File: config.mk
export PLATFORM = sky130hd
export DESIGN_NAME = adc_capture_top
export DESIGN_NICKNAME = d
export VERILOG_FILES = /design/src/adc_capture_pkg.sv /design/src/adc_capture_top.sv /design/src/byte_reader.sv /design/src/capture_ctrl.sv /design/src/error_status.sv /design/src/sample_decimator.sv /design/src/sample_packer.sv /design/src/word_fifo.sv
export SDC_FILE = /design/constraint.sdc
export NUM_CORES = 1
export LEC_CHECK = 0
export BUFFER_PORTS_ARGS = -buffer_cell sky130_fd_sc_hd__buf_2
export CAP_MARGIN = 20
export CORE_MARGIN = 3
export CORE_UTILIZATION = 45
export CTS_BUF_LIST = sky130_fd_sc_hd__clkbuf_8 sky130_fd_sc_hd__clkbuf_16
export DETAILED_ROUTE_END_ITERATION = 16
export GPL_TIMING_DRIVEN = 0
export PLACE_DENSITY = 0.67
export SETUP_SLACK_MARGIN = 0.02
export SLEW_MARGIN = 5
export SYNTH_ARGS = -nofsm -noshare
export SYNTH_HDL_FRONTEND = slang
export SYNTH_HIERARCHICAL = 1
export SYNTH_SLANG_ARGS = --single-unit
File: constraint.sdc
create_clock -name adc_sampleclk -period 4.75 [get_ports adc_sampleclk]
set_input_delay 0.2375 -clock adc_sampleclk [delete_from_list [all_inputs] [get_ports adc_sampleclk]]
set_output_delay 0.2375 -clock adc_sampleclk [all_outputs]
set_load 0.03 [all_outputs]
File: src/adc_capture_pkg.sv
`default_nettype none

package adc_capture_pkg;

    parameter int SAMPLE_W         = 12;
    parameter int SAMPLES_PER_WORD = 3;
    parameter int WORD_W           = SAMPLE_W * SAMPLES_PER_WORD;

    typedef logic [SAMPLE_W-1:0] sample_t;

    // smp[2] holds the oldest sample, nib[8] the top nibble
    typedef union packed {
        sample_t [SAMPLES_PER_WORD-1:0] smp;    // low-res view
        logic [8:0][3:0]                nib;    // high-res view
    } packed_word_u;

    // bit positions in error_stat
    parameter int ERR_CLIP      = 2;
    parameter int ERR_OVERFLOW  = 1;
    parameter int ERR_UNDERFLOW = 0;

    parameter int UNDERFLOW_MAX = 255;    // 8-bit count saturates here

endpackage

`default_nettype wire

File: src/adc_capture_top.sv
`timescale 1ns/1ns
`default_nettype none

module adc_capture_top #(
    parameter int FIFO_DEPTH = 16
) (
    input  wire                      adc_sampleclk,
    input  wire                      fifo_rst,
    input  wire adc_capture_pkg::sample_t adc_datain_i,
    input  wire [12:0]               downsample_i,
    input  wire                      capture_go_i,
    input  wire [31:0]               max_samples_i,
    input  wire                      no_clip_errors_i,
    output logic                     capture_stop_o,
    input  wire                      fifo_read_en_i,
    input  wire                      low_res_i,
    input  wire                      low_res_lsb_i,
    output logic [7:0]               fifo_read_data_o,
    input  wire                      clear_errors_i,
    input  wire                      no_underflow_errors_i,
    output logic [2:0]               error_stat_o,
    output logic                     error_flag_o,
    output logic [7:0]               underflow_count_o,
    output logic                     fifo_overflow_o
);
    import adc_capture_pkg::*;

    logic         smp_valid;
    sample_t      smp_data;
    logic         cap_wr;
    sample_t      cap_data;
    logic         cap_last;
    logic         clip_err;
    logic         word_wr;
    packed_word_u word_data;
    packed_word_u head_word;
    logic         fifo_empty;
    logic         pop;
    logic         ovf;
    logic         udf;

    sample_decimator u_decimator (
        .adc_sampleclk (adc_sampleclk),
        .fifo_rst      (fifo_rst),
        .adc_datain_i  (adc_datain_i),
        .downsample_i  (downsample_i),
        .smp_valid_o   (smp_valid),
        .smp_data_o    (smp_data)
    );

    capture_ctrl u_ctrl (
        .adc_sampleclk    (adc_sampleclk),
        .fifo_rst         (fifo_rst),
        .smp_valid_i      (smp_valid),
        .smp_data_i       (smp_data),
        .capture_go_i     (capture_go_i),
        .max_samples_i    (max_samples_i),
        .no_clip_errors_i (no_clip_errors_i),
        .cap_wr_o         (cap_wr),
        .cap_data_o       (cap_data),
        .cap_last_o       (cap_last),
        .capture_stop_o   (capture_stop_o),
        .clip_err_o       (clip_err)
    );

    sample_packer u_packer (
        .adc_sampleclk (adc_sampleclk),
        .fifo_rst      (fifo_rst),
        .cap_wr_i      (cap_wr),
        .cap_data_i    (cap_data),
        .cap_last_i    (cap_last),
        .word_wr_o     (word_wr),
        .word_data_o   (word_data)
    );

    word_fifo #(
        .DEPTH (FIFO_DEPTH)
    ) u_fifo (
        .adc_sampleclk (adc_sampleclk),
        .fifo_rst      (fifo_rst),
        .wr_i          (word_wr),
        .data_i        (word_data),
        .pop_i         (pop),
        .head_o        (head_word),
        .empty_o       (fifo_empty),
        .ovf_o         (ovf),
        .udf_o         (udf)
    );

    byte_reader u_reader (
        .adc_sampleclk    (adc_sampleclk),
        .fifo_rst         (fifo_rst),
        .fifo_read_en_i   (fifo_read_en_i),
        .low_res_i        (low_res_i),
        .low_res_lsb_i    (low_res_lsb_i),
        .head_i           (head_word),
        .empty_i          (fifo_empty),
        .udf_i            (udf),
        .pop_o            (pop),
        .fifo_read_data_o (fifo_read_data_o)
    );

    error_status u_errors (
        .adc_sampleclk         (adc_sampleclk),
        .fifo_rst              (fifo_rst),
        .clip_err_i            (clip_err),
        .ovf_i                 (ovf),
        .udf_i                 (udf),
        .clear_errors_i        (clear_errors_i),
        .no_underflow_errors_i (no_underflow_errors_i),
        .error_stat_o          (error_stat_o),
        .error_flag_o          (error_flag_o),
        .underflow_count_o     (underflow_count_o),
        .fifo_overflow_o       (fifo_overflow_o)
    );

endmodule

`default_nettype wire

File: src/byte_reader.sv
`timescale 1ns/1ns
`default_nettype none

module byte_reader (
    input  wire                           adc_sampleclk,
    input  wire                           fifo_rst,
    input  wire                           fifo_read_en_i,
    input  wire                           low_res_i,
    input  wire                           low_res_lsb_i,
    input  wire adc_capture_pkg::packed_word_u head_i,
    input  wire                           empty_i,
    input  wire                           udf_i,
    output logic                          pop_o,
    output logic [7:0]                    fifo_read_data_o
);
    import adc_capture_pkg::*;

    logic [3:0] rd_cnt;       // byte position within the group
    logic [3:0] saved_nib;    // nibble 0 of the first word of a pair
    logic       udf_seen;
    logic       last_byte;
    logic [1:0] smp_sel;

    assign last_byte = low_res_i ? (rd_cnt >= 4'd2) : (rd_cnt >= 4'd8);
    assign pop_o     = fifo_read_en_i &&
                       (low_res_i ? (rd_cnt == 4'd2) : ((rd_cnt == 4'd3) || (rd_cnt == 4'd8)));
    assign smp_sel   = 2'(SAMPLES_PER_WORD - 1) - rd_cnt[1:0];    // oldest first

    always_ff @(posedge adc_sampleclk) begin
        if (fifo_rst) begin
            rd_cnt   <= '0;
            udf_seen <= 1'b0;
        end else begin
            if (udf_i)
                udf_seen <= 1'b1;    // sticky until reset
            if (fifo_read_en_i)
                rd_cnt <= last_byte ? 4'd0 : rd_cnt + 4'd1;
        end
    end

    always_ff @(posedge adc_sampleclk) begin
        if (fifo_read_en_i && !low_res_i && (rd_cnt == 4'd3))
            saved_nib <= head_i.nib[0];
    end

    always_comb begin
        fifo_read_data_o = 8'h00;
        if (!udf_seen && !empty_i) begin
            if (low_res_i) begin
                if (low_res_lsb_i)
                    fifo_read_data_o = head_i.smp[smp_sel][7:0];
                else
                    fifo_read_data_o = head_i.smp[smp_sel][SAMPLE_W-1 -: 8];
            end else begin
                // two words give nine bytes
                case (rd_cnt)
                    4'd0:    fifo_read_data_o = {head_i.nib[8], head_i.nib[7]};
                    4'd1:    fifo_read_data_o = {head_i.nib[6], head_i.nib[5]};
                    4'd2:    fifo_read_data_o = {head_i.nib[4], head_i.nib[3]};
                    4'd3:    fifo_read_data_o = {head_i.nib[2], head_i.nib[1]};
                    4'd4:    fifo_read_data_o = {saved_nib, head_i.nib[8]};    // straddles words
                    4'd5:    fifo_read_data_o = {head_i.nib[7], head_i.nib[6]};
                    4'd6:    fifo_read_data_o = {head_i.nib[5], head_i.nib[4]};
                    4'd7:    fifo_read_data_o = {head_i.nib[3], head_i.nib[2]};
                    4'd8:    fifo_read_data_o = {head_i.nib[1], head_i.nib[0]};
                    default: fifo_read_data_o = 8'h00;
                endcase
            end
        end
    end

endmodule

`default_nettype wire

File: src/capture_ctrl.sv
`timescale 1ns/1ns
`default_nettype none

module capture_ctrl (
    input  wire                      adc_sampleclk,
    input  wire                      fifo_rst,
    input  wire                      smp_valid_i,
    input  wire adc_capture_pkg::sample_t smp_data_i,
    input  wire                      capture_go_i,
    input  wire [31:0]               max_samples_i,
    input  wire                      no_clip_errors_i,
    output logic                     cap_wr_o,
    output adc_capture_pkg::sample_t cap_data_o,
    output logic                     cap_last_o,
    output logic                     capture_stop_o,
    output logic                     clip_err_o
);
    import adc_capture_pkg::*;

    localparam logic [1:0] ST_IDLE    = 2'd0;
    localparam logic [1:0] ST_TRIG    = 2'd1;
    localparam logic [1:0] ST_DONE    = 2'd2;
    localparam logic [1:0] LAST_PHASE = 2'(SAMPLES_PER_WORD - 1);

    logic [1:0]  state;
    logic [31:0] smp_cnt;    // samples written this capture
    logic [1:0]  phase;      // slot inside the current word
    logic        stop_now;
    logic        take;

    // stop only on a word boundary once enough samples went out
    assign stop_now = cap_wr_o && cap_last_o && (smp_cnt >= max_samples_i);
    assign take     = smp_valid_i && (state == ST_TRIG) && !stop_now;

    always_ff @(posedge adc_sampleclk) begin
        if (fifo_rst) begin
            state          <= ST_IDLE;
            smp_cnt        <= '0;
            phase          <= '0;
            cap_wr_o       <= 1'b0;
            cap_last_o     <= 1'b0;
            capture_stop_o <= 1'b0;
            clip_err_o     <= 1'b0;
        end else begin
            cap_wr_o   <= take;
            cap_last_o <= take && (phase == LAST_PHASE);
            clip_err_o <= take && !no_clip_errors_i &&
                          ((smp_data_i == '1) || (smp_data_i == '0));    // rail hit
            if (take) begin
                phase   <= (phase == LAST_PHASE) ? 2'd0 : phase + 2'd1;
                smp_cnt <= smp_cnt + 32'd1;
            end
            case (state)
                ST_IDLE: begin
                    smp_cnt <= '0;
                    phase   <= '0;
                    if (capture_go_i)
                        state <= ST_TRIG;
                end
                ST_TRIG: begin
                    if (stop_now) begin
                        state          <= ST_DONE;
                        capture_stop_o <= 1'b1;
                    end
                end
                ST_DONE: begin
                    if (!capture_go_i) begin    // host acknowledged
                        state          <= ST_IDLE;
                        capture_stop_o <= 1'b0;
                    end
                end
                default: state <= ST_IDLE;
            endcase
        end
    end

    always_ff @(posedge adc_sampleclk) begin
        if (take)
            cap_data_o <= smp_data_i;
    end

endmodule

`default_nettype wire

File: src/error_status.sv
`timescale 1ns/1ns
`default_nettype none

module error_status (
    input  wire        adc_sampleclk,
    input  wire        fifo_rst,
    input  wire        clip_err_i,
    input  wire        ovf_i,
    input  wire        udf_i,
    input  wire        clear_errors_i,
    input  wire        no_underflow_errors_i,
    output logic [2:0] error_stat_o,
    output logic       error_flag_o,
    output logic [7:0] underflow_count_o,
    output logic       fifo_overflow_o
);
    import adc_capture_pkg::*;

    logic udf_err;

    assign udf_err = udf_i && !no_underflow_errors_i;    // masked underflow

    always_ff @(posedge adc_sampleclk) begin
        if (fifo_rst) begin
            error_stat_o      <= '0;
            error_flag_o      <= 1'b0;
            underflow_count_o <= '0;
            fifo_overflow_o   <= 1'b0;
        end else begin
            if (ovf_i)
                fifo_overflow_o <= 1'b1;    // survives clear_errors_i
            if (clear_errors_i) begin
                error_stat_o      <= '0;
                error_flag_o      <= 1'b0;
                underflow_count_o <= '0;
            end else begin
                if (clip_err_i || ovf_i || udf_err)
                    error_flag_o <= 1'b1;
                if (clip_err_i)
                    error_stat_o[ERR_CLIP] <= 1'b1;
                if (ovf_i)
                    error_stat_o[ERR_OVERFLOW] <= 1'b1;
                if (udf_err)
                    error_stat_o[ERR_UNDERFLOW] <= 1'b1;
                if (udf_i && (underflow_count_o != 8'(UNDERFLOW_MAX)))
                    underflow_count_o <= underflow_count_o + 8'd1;
            end
        end
    end

endmodule

`default_nettype wire

File: src/sample_decimator.sv
`timescale 1ns/1ns
`default_nettype none

module sample_decimator (
    input  wire                      adc_sampleclk,
    input  wire                      fifo_rst,
    input  wire adc_capture_pkg::sample_t adc_datain_i,
    input  wire [12:0]               downsample_i,
    output logic                     smp_valid_o,
    output adc_capture_pkg::sample_t smp_data_o
);

    logic [12:0] ds_cnt;    // free-running decimation phase
    logic        ds_hit;

    assign ds_hit = (ds_cnt == downsample_i);

    always_ff @(posedge adc_sampleclk) begin
        if (fifo_rst) begin
            ds_cnt      <= '0;
            smp_valid_o <= 1'b0;
        end else if (ds_hit) begin
            ds_cnt      <= '0;
            smp_valid_o <= 1'b1;    // one strobe per period
        end else begin
            ds_cnt      <= ds_cnt + 13'd1;
            smp_valid_o <= 1'b0;
        end
    end

    always_ff @(posedge adc_sampleclk) begin
        if (ds_hit)
            smp_data_o <= adc_datain_i;
    end

endmodule

`default_nettype wire

File: src/sample_packer.sv
`timescale 1ns/1ns
`default_nettype none

module sample_packer (
    input  wire                          adc_sampleclk,
    input  wire                          fifo_rst,
    input  wire                          cap_wr_i,
    input  wire adc_capture_pkg::sample_t cap_data_i,
    input  wire                          cap_last_i,
    output logic                         word_wr_o,
    output adc_capture_pkg::packed_word_u word_data_o
);
    import adc_capture_pkg::*;

    always_ff @(posedge adc_sampleclk) begin
        if (fifo_rst)
            word_wr_o <= 1'b0;
        else
            word_wr_o <= cap_wr_i && cap_last_i;    // word complete
    end

    // oldest sample ends up in the top slot
    always_ff @(posedge adc_sampleclk) begin
        if (cap_wr_i)
            word_data_o.smp <= {word_data_o.smp[SAMPLES_PER_WORD-2:0], cap_data_i};
    end

endmodule

`default_nettype wire

File: src/word_fifo.sv
`timescale 1ns/1ns
`default_nettype none

module word_fifo #(
    parameter int DEPTH = 16
) (
    input  wire                           adc_sampleclk,
    input  wire                           fifo_rst,
    input  wire                           wr_i,
    input  wire adc_capture_pkg::packed_word_u data_i,
    input  wire                           pop_i,
    output adc_capture_pkg::packed_word_u head_o,
    output logic                          empty_o,
    output logic                          ovf_o,
    output logic                          udf_o
);
    import adc_capture_pkg::*;

    localparam int AW = $clog2(DEPTH);

    packed_word_u  mem [DEPTH];
    logic [AW-1:0] wr_ptr;
    logic [AW-1:0] rd_ptr;
    logic [AW:0]   count;
    logic          full;
    logic          wr_ok;
    logic          pop_ok;

    assign full    = (count == (AW+1)'(DEPTH));
    assign empty_o = (count == '0);
    assign wr_ok   = wr_i && !full;    // writes into a full FIFO are lost
    assign pop_ok  = pop_i && !empty_o;
    assign head_o  = mem[rd_ptr];      // first word falls through

    always_ff @(posedge adc_sampleclk) begin
        if (wr_ok)
            mem[wr_ptr] <= data_i;
    end

    always_ff @(posedge adc_sampleclk) begin
        if (fifo_rst) begin
            wr_ptr <= '0;
            rd_ptr <= '0;
            count  <= '0;
            ovf_o  <= 1'b0;
            udf_o  <= 1'b0;
        end else begin
            ovf_o <= wr_i && full;
            udf_o <= pop_i && empty_o;
            if (wr_ok)
                wr_ptr <= wr_ptr + 1'b1;
            if (pop_ok)
                rd_ptr <= rd_ptr + 1'b1;
            case ({wr_ok, pop_ok})
                2'b10:   count <= count + 1'b1;
                2'b01:   count <= count - 1'b1;
                default: count <= count;
            endcase
        end
    end

endmodule

`default_nettype wire
==> run_results.csv <==
group,metric,value,unit
run_status,status,"complete, no violations",
timing,finalSetupViolations,0,
placement,dpl.hpwl,48490,µm
placement,gp_congestion,0.8702,
clock_network,cts_buffers,74,
timing,final.period_utilization,95.31,%
critical_path,arrival,4290,ps
grt,overflow,0,
yosys,yosys_warnings,6,
floorplanning,rows,94,
floorplanning,die_w,264.6,µm
critical_path,crit_path_frequent_cell,"buf_2",
critical_path,path_class,"register to output pin",
yosys,syn_avg_cell_area,17.08,µm²
timing,worstMarginPinSlew,932.3,ps
routing,first_iter_violations,1971,
yosys,synth_cell_type_count,91,
hold_path,min_path_type,"input port to register",
routing,totalWireLength,73440,µm
critical_path,crit_family,"buffers and inverters",
routing,detail-route-antenna-nets,0,
grt,grt_pass1_vias,17700,
critical_path,slowest_stage,"clkbuf_2",
critical_path,cp_max_fo,10,
floorplanning,dieArea,0.07000,mm²
yosys,synth-seq-cells,732,
clock_network,cts_tree,"built",
timing,fmax,0.2209,GHz
timing,relSlewSlack,37.85,%
power_and_ir_drop,ir_worst_vdd,242.2,µV
grt,antenna_found_initial,1,
timing,skew,23.05,ps
floorplanning,io_pins,88,
power_and_ir_drop,switching_power,2.491,mW
clock_network,cts_max_level,3,
critical_path,required,4510,ps
critical_path,critPathBufInv,4,
power_and_ir_drop,p_sw_share,19.69,%
placement,dpl_cell_area,0.03218,mm²
routing,firstDrtPassIters,6,
power_and_ir_drop,seq_power_share,54.6,%
yosys,synth_ff_type,"edfxtp_1",
layout,final_area,0.03469,mm²
timing,timing.setup.tns,0,ps
critical_path,crit_chain,"buf_2 > buf_2 > clkbuf_2 > mux4_2 > a22oi_1 > nand2_1 > a222oi_1 > nor3_1 > a2111oi_0 > a211oi_1 > buf_2",
timing,rsz0062_at_grt,"no",
yosys,synth_enable_flop_cells,640,
yosys,synth_area,0.03009,mm²
yosys,yosysSeqAreaShare,70.00,%
timing,hold_violations,0,
routing,wire_per_inst,25.33,µm
floorplanning,start_util,45.60,%
layout,drive_gt1_share,22.56,%
yosys,synthCells,1762,
timing,post-route-min-period,4527,ps
clock_network,cts_root_buffer,"clkbuf_16",
layout,layout.nets,2087,
critical_path,cp-end-kind,"output pin",
power_and_ir_drop,pwr_density_cell,364.6,mW/mm²
yosys,syn_nets,1875,
clock_network,clk-insertion-delay-late,610,ps
run,cap_violations,0,
layout,num_antenna_cells,0,
routing,drc,0,
power_and_ir_drop,intPower,10.16,mW
critical_path,critical-path-max-stage-delay,440,ps
routing,post_drt_via_cell_ratio,6.013,
clock_network,postCtsSetupRepairBufs,0,
routing,vias,17430,
grt,grt_pass1_wl,109900,µm
layout,areaGrowthSynthToFinish,15.29,%
clock_network,clk_pin_slew,60,ps
critical_path,cp-start-kind,"register",
clock_network,clkSinkCount,732,
timing,drv_slew,0,
floorplanning,core,0.06598,mm²
power_and_ir_drop,p_leak,11.35,nW
placement,port_buffers,85,
power_and_ir_drop,clkPwrFrac,43.6,%
grt,grt_max_degree,35,
clock_network,clk_path_buf_depth,3,
floorplanning,die_y,264.6,µm
power_and_ir_drop,fin_total_pwr,12.65,mW
grt,grt_use_total,21.04,%
power_and_ir_drop,comb_power_share,1.8,%
yosys,synth-async-reset-ratio,0,%
power by group through the flow:
stage | registers [mW] | clock network, mW | logic (mW)
6_report | 6.90 | 5.52 | 0.227
4_1_cts | 6.90 | 5.60 | 0.222
3_3_place_gp | 7.04 | 0 | 0.209
5_1_grt | 6.90 | 5.85 | 0.246
3_5_place_dp | 7.04 | 0 | 0.211
2_1_floorplan | 7.04 | 0 | 0.139
per-stage QoR:
step	setup WS, ps	utilization, %	hold WS [ps]	instances
finish	223.0	52.58	121.6	2899
global route	18.94	52.58	134.7	2899
global placement	-2442	47.88	408.4	2711
CTS	26.50	52.55	73.44	2898
floorplan	841.7	-	306.6	1762
detailed placement	64.40	48.77	407.2	2745
synth_stat cells, types with 20 or more instances:
master | instances | area, µm²
dfxtp_1 | 92 | 1842
inv_1 | 58 | 217.7
or4_1 | 21 | 157.7
buf_2 | 30 | 150.1
nor3_1 | 23 | 115.1
edfxtp_1 | 640 | 19220
nand3_1 | 43 | 215.2
nand4_1 | 20 | 125.1
clkbuf_1 | 42 | 157.7
ha_1 | 47 | 588.1
a21oi_1 | 60 | 300.3
nand2_1 | 92 | 345.3
a22oi_1 | 76 | 570.6
mux4_2 | 145 | 3266
nor2_1 | 54 | 202.7
o21ai_0 | 23 | 115.1
kinds of logic after synthesis:
kind of cell | count (synthesis) | share of synthesized area, %
AOI/OAI and AO/OA | 289 | 7.041
xor gates and xnor gates | 32 | 0.9315
adders and majority gates | 47 | 1.954
buffers and inverters | 156 | 2.379
DFF | 732 | 70.00
muxes | 165 | 11.52
and+or+nand+nor | 341 | 6.175
registers in the layout, summed over array words and instances (netlist names), 2 cells and up, named ones only:
| signal | count |
|---|---|
| u_ctrl/smp_cnt | 32 |
| u_decimator/smp_data_o | 12 |
| u_ctrl/cap_data_o | 12 |
| u_reader/saved_nib | 4 |
| u_errors/underflow_count_o | 8 |
| u_fifo/wr_ptr | 4 |
| u_errors/error_stat_o | 3 |
| u_fifo/mem | 576 |
| u_packer/word_data_o | 36 |
| u_fifo/count | 5 |
| u_ctrl/phase | 2 |
| u_reader/rd_cnt | 4 |
| u_decimator/ds_cnt | 13 |
| u_fifo/rd_ptr | 4 |
| u_ctrl/state | 2 |
cell usage in the layout, fill, tap and decap left out, drive strengths merged, types with 6 or more instances in the layout:
master | netlist | final
a22o | 6 | 6
xnor2 | 16 | 16
inv | 59 | 86
buf | 54 | 170
nor2 | 54 | 54
a22oi | 76 | 76
nor3 | 24 | 24
nand2b | 7 | 7
nor4 | 13 | 13
a211oi | 20 | 20
o211ai | 12 | 12
nand3 | 44 | 44
mux4 | 145 | 145
clkinv | 0 | 27
and4 | 9 | 9
mux2i | 19 | 19
o31ai | 19 | 19
or4 | 21 | 21
ha | 47 | 47
nand4 | 20 | 20
o21a | 8 | 8
nand2 | 92 | 92
or3 | 16 | 16
edfxtp | 640 | 640
a21oi | 60 | 60
o21ai | 29 | 29
clkbuf | 43 | 123
xor2 | 16 | 16
dlygate4sd3 | 0 | 16
nor2b | 6 | 6
a221oi | 10 | 10
and3 | 12 | 12
dfxtp | 92 | 92
timing repair:
item                                   in CTS  in global routing
endpoints found under the hold margin      20                  0
resized for setup                           6                 17
hold buffers                               16                  0
setup endpoints to repair                   2                  3
per-layer routing:
metal  routed length (µm)  GRT usage, %  vias to the layer above
met3                 7825         5.253                      121
met1                29580         29.63                     8847
li1                     -             -                     7579
met4                 1891         6.518                        0
met2                34140         32.63                      884
met5                    0             0                        -
final timing paths:
kind / from / to / slack (ps) / cells after the start
max: register / fifo_read_data_o[1] / 220 / 11
min: fifo_read_en_i / u_reader/rd_cnt[0] / 120 / 3
max reg2reg: u_reader/rd_cnt[0] / u_fifo/count[4] / 610 / 20
min reg2reg: u_ctrl/cap_data_o[2] / u_packer/word_data_o[2] / 420 / 0
final cells by class:
class                      instances  area (µm²)
buffer                            97       518.0
tap                              864        1081
multi-input combinational        874        8422
clock inverter                    61       427.9
fill                            5161       31290
sequential                       732       21060
timing repair buffer             136        1067
inverter                          59       221.5
clock buffer                      76        1891
tightest hold or removal path: stages:
cell and delay (ps):
clkbuf_1 230, nand3_1 140, a21oi_1 60
No activity file was read; power rests on OpenSTA's default activity.
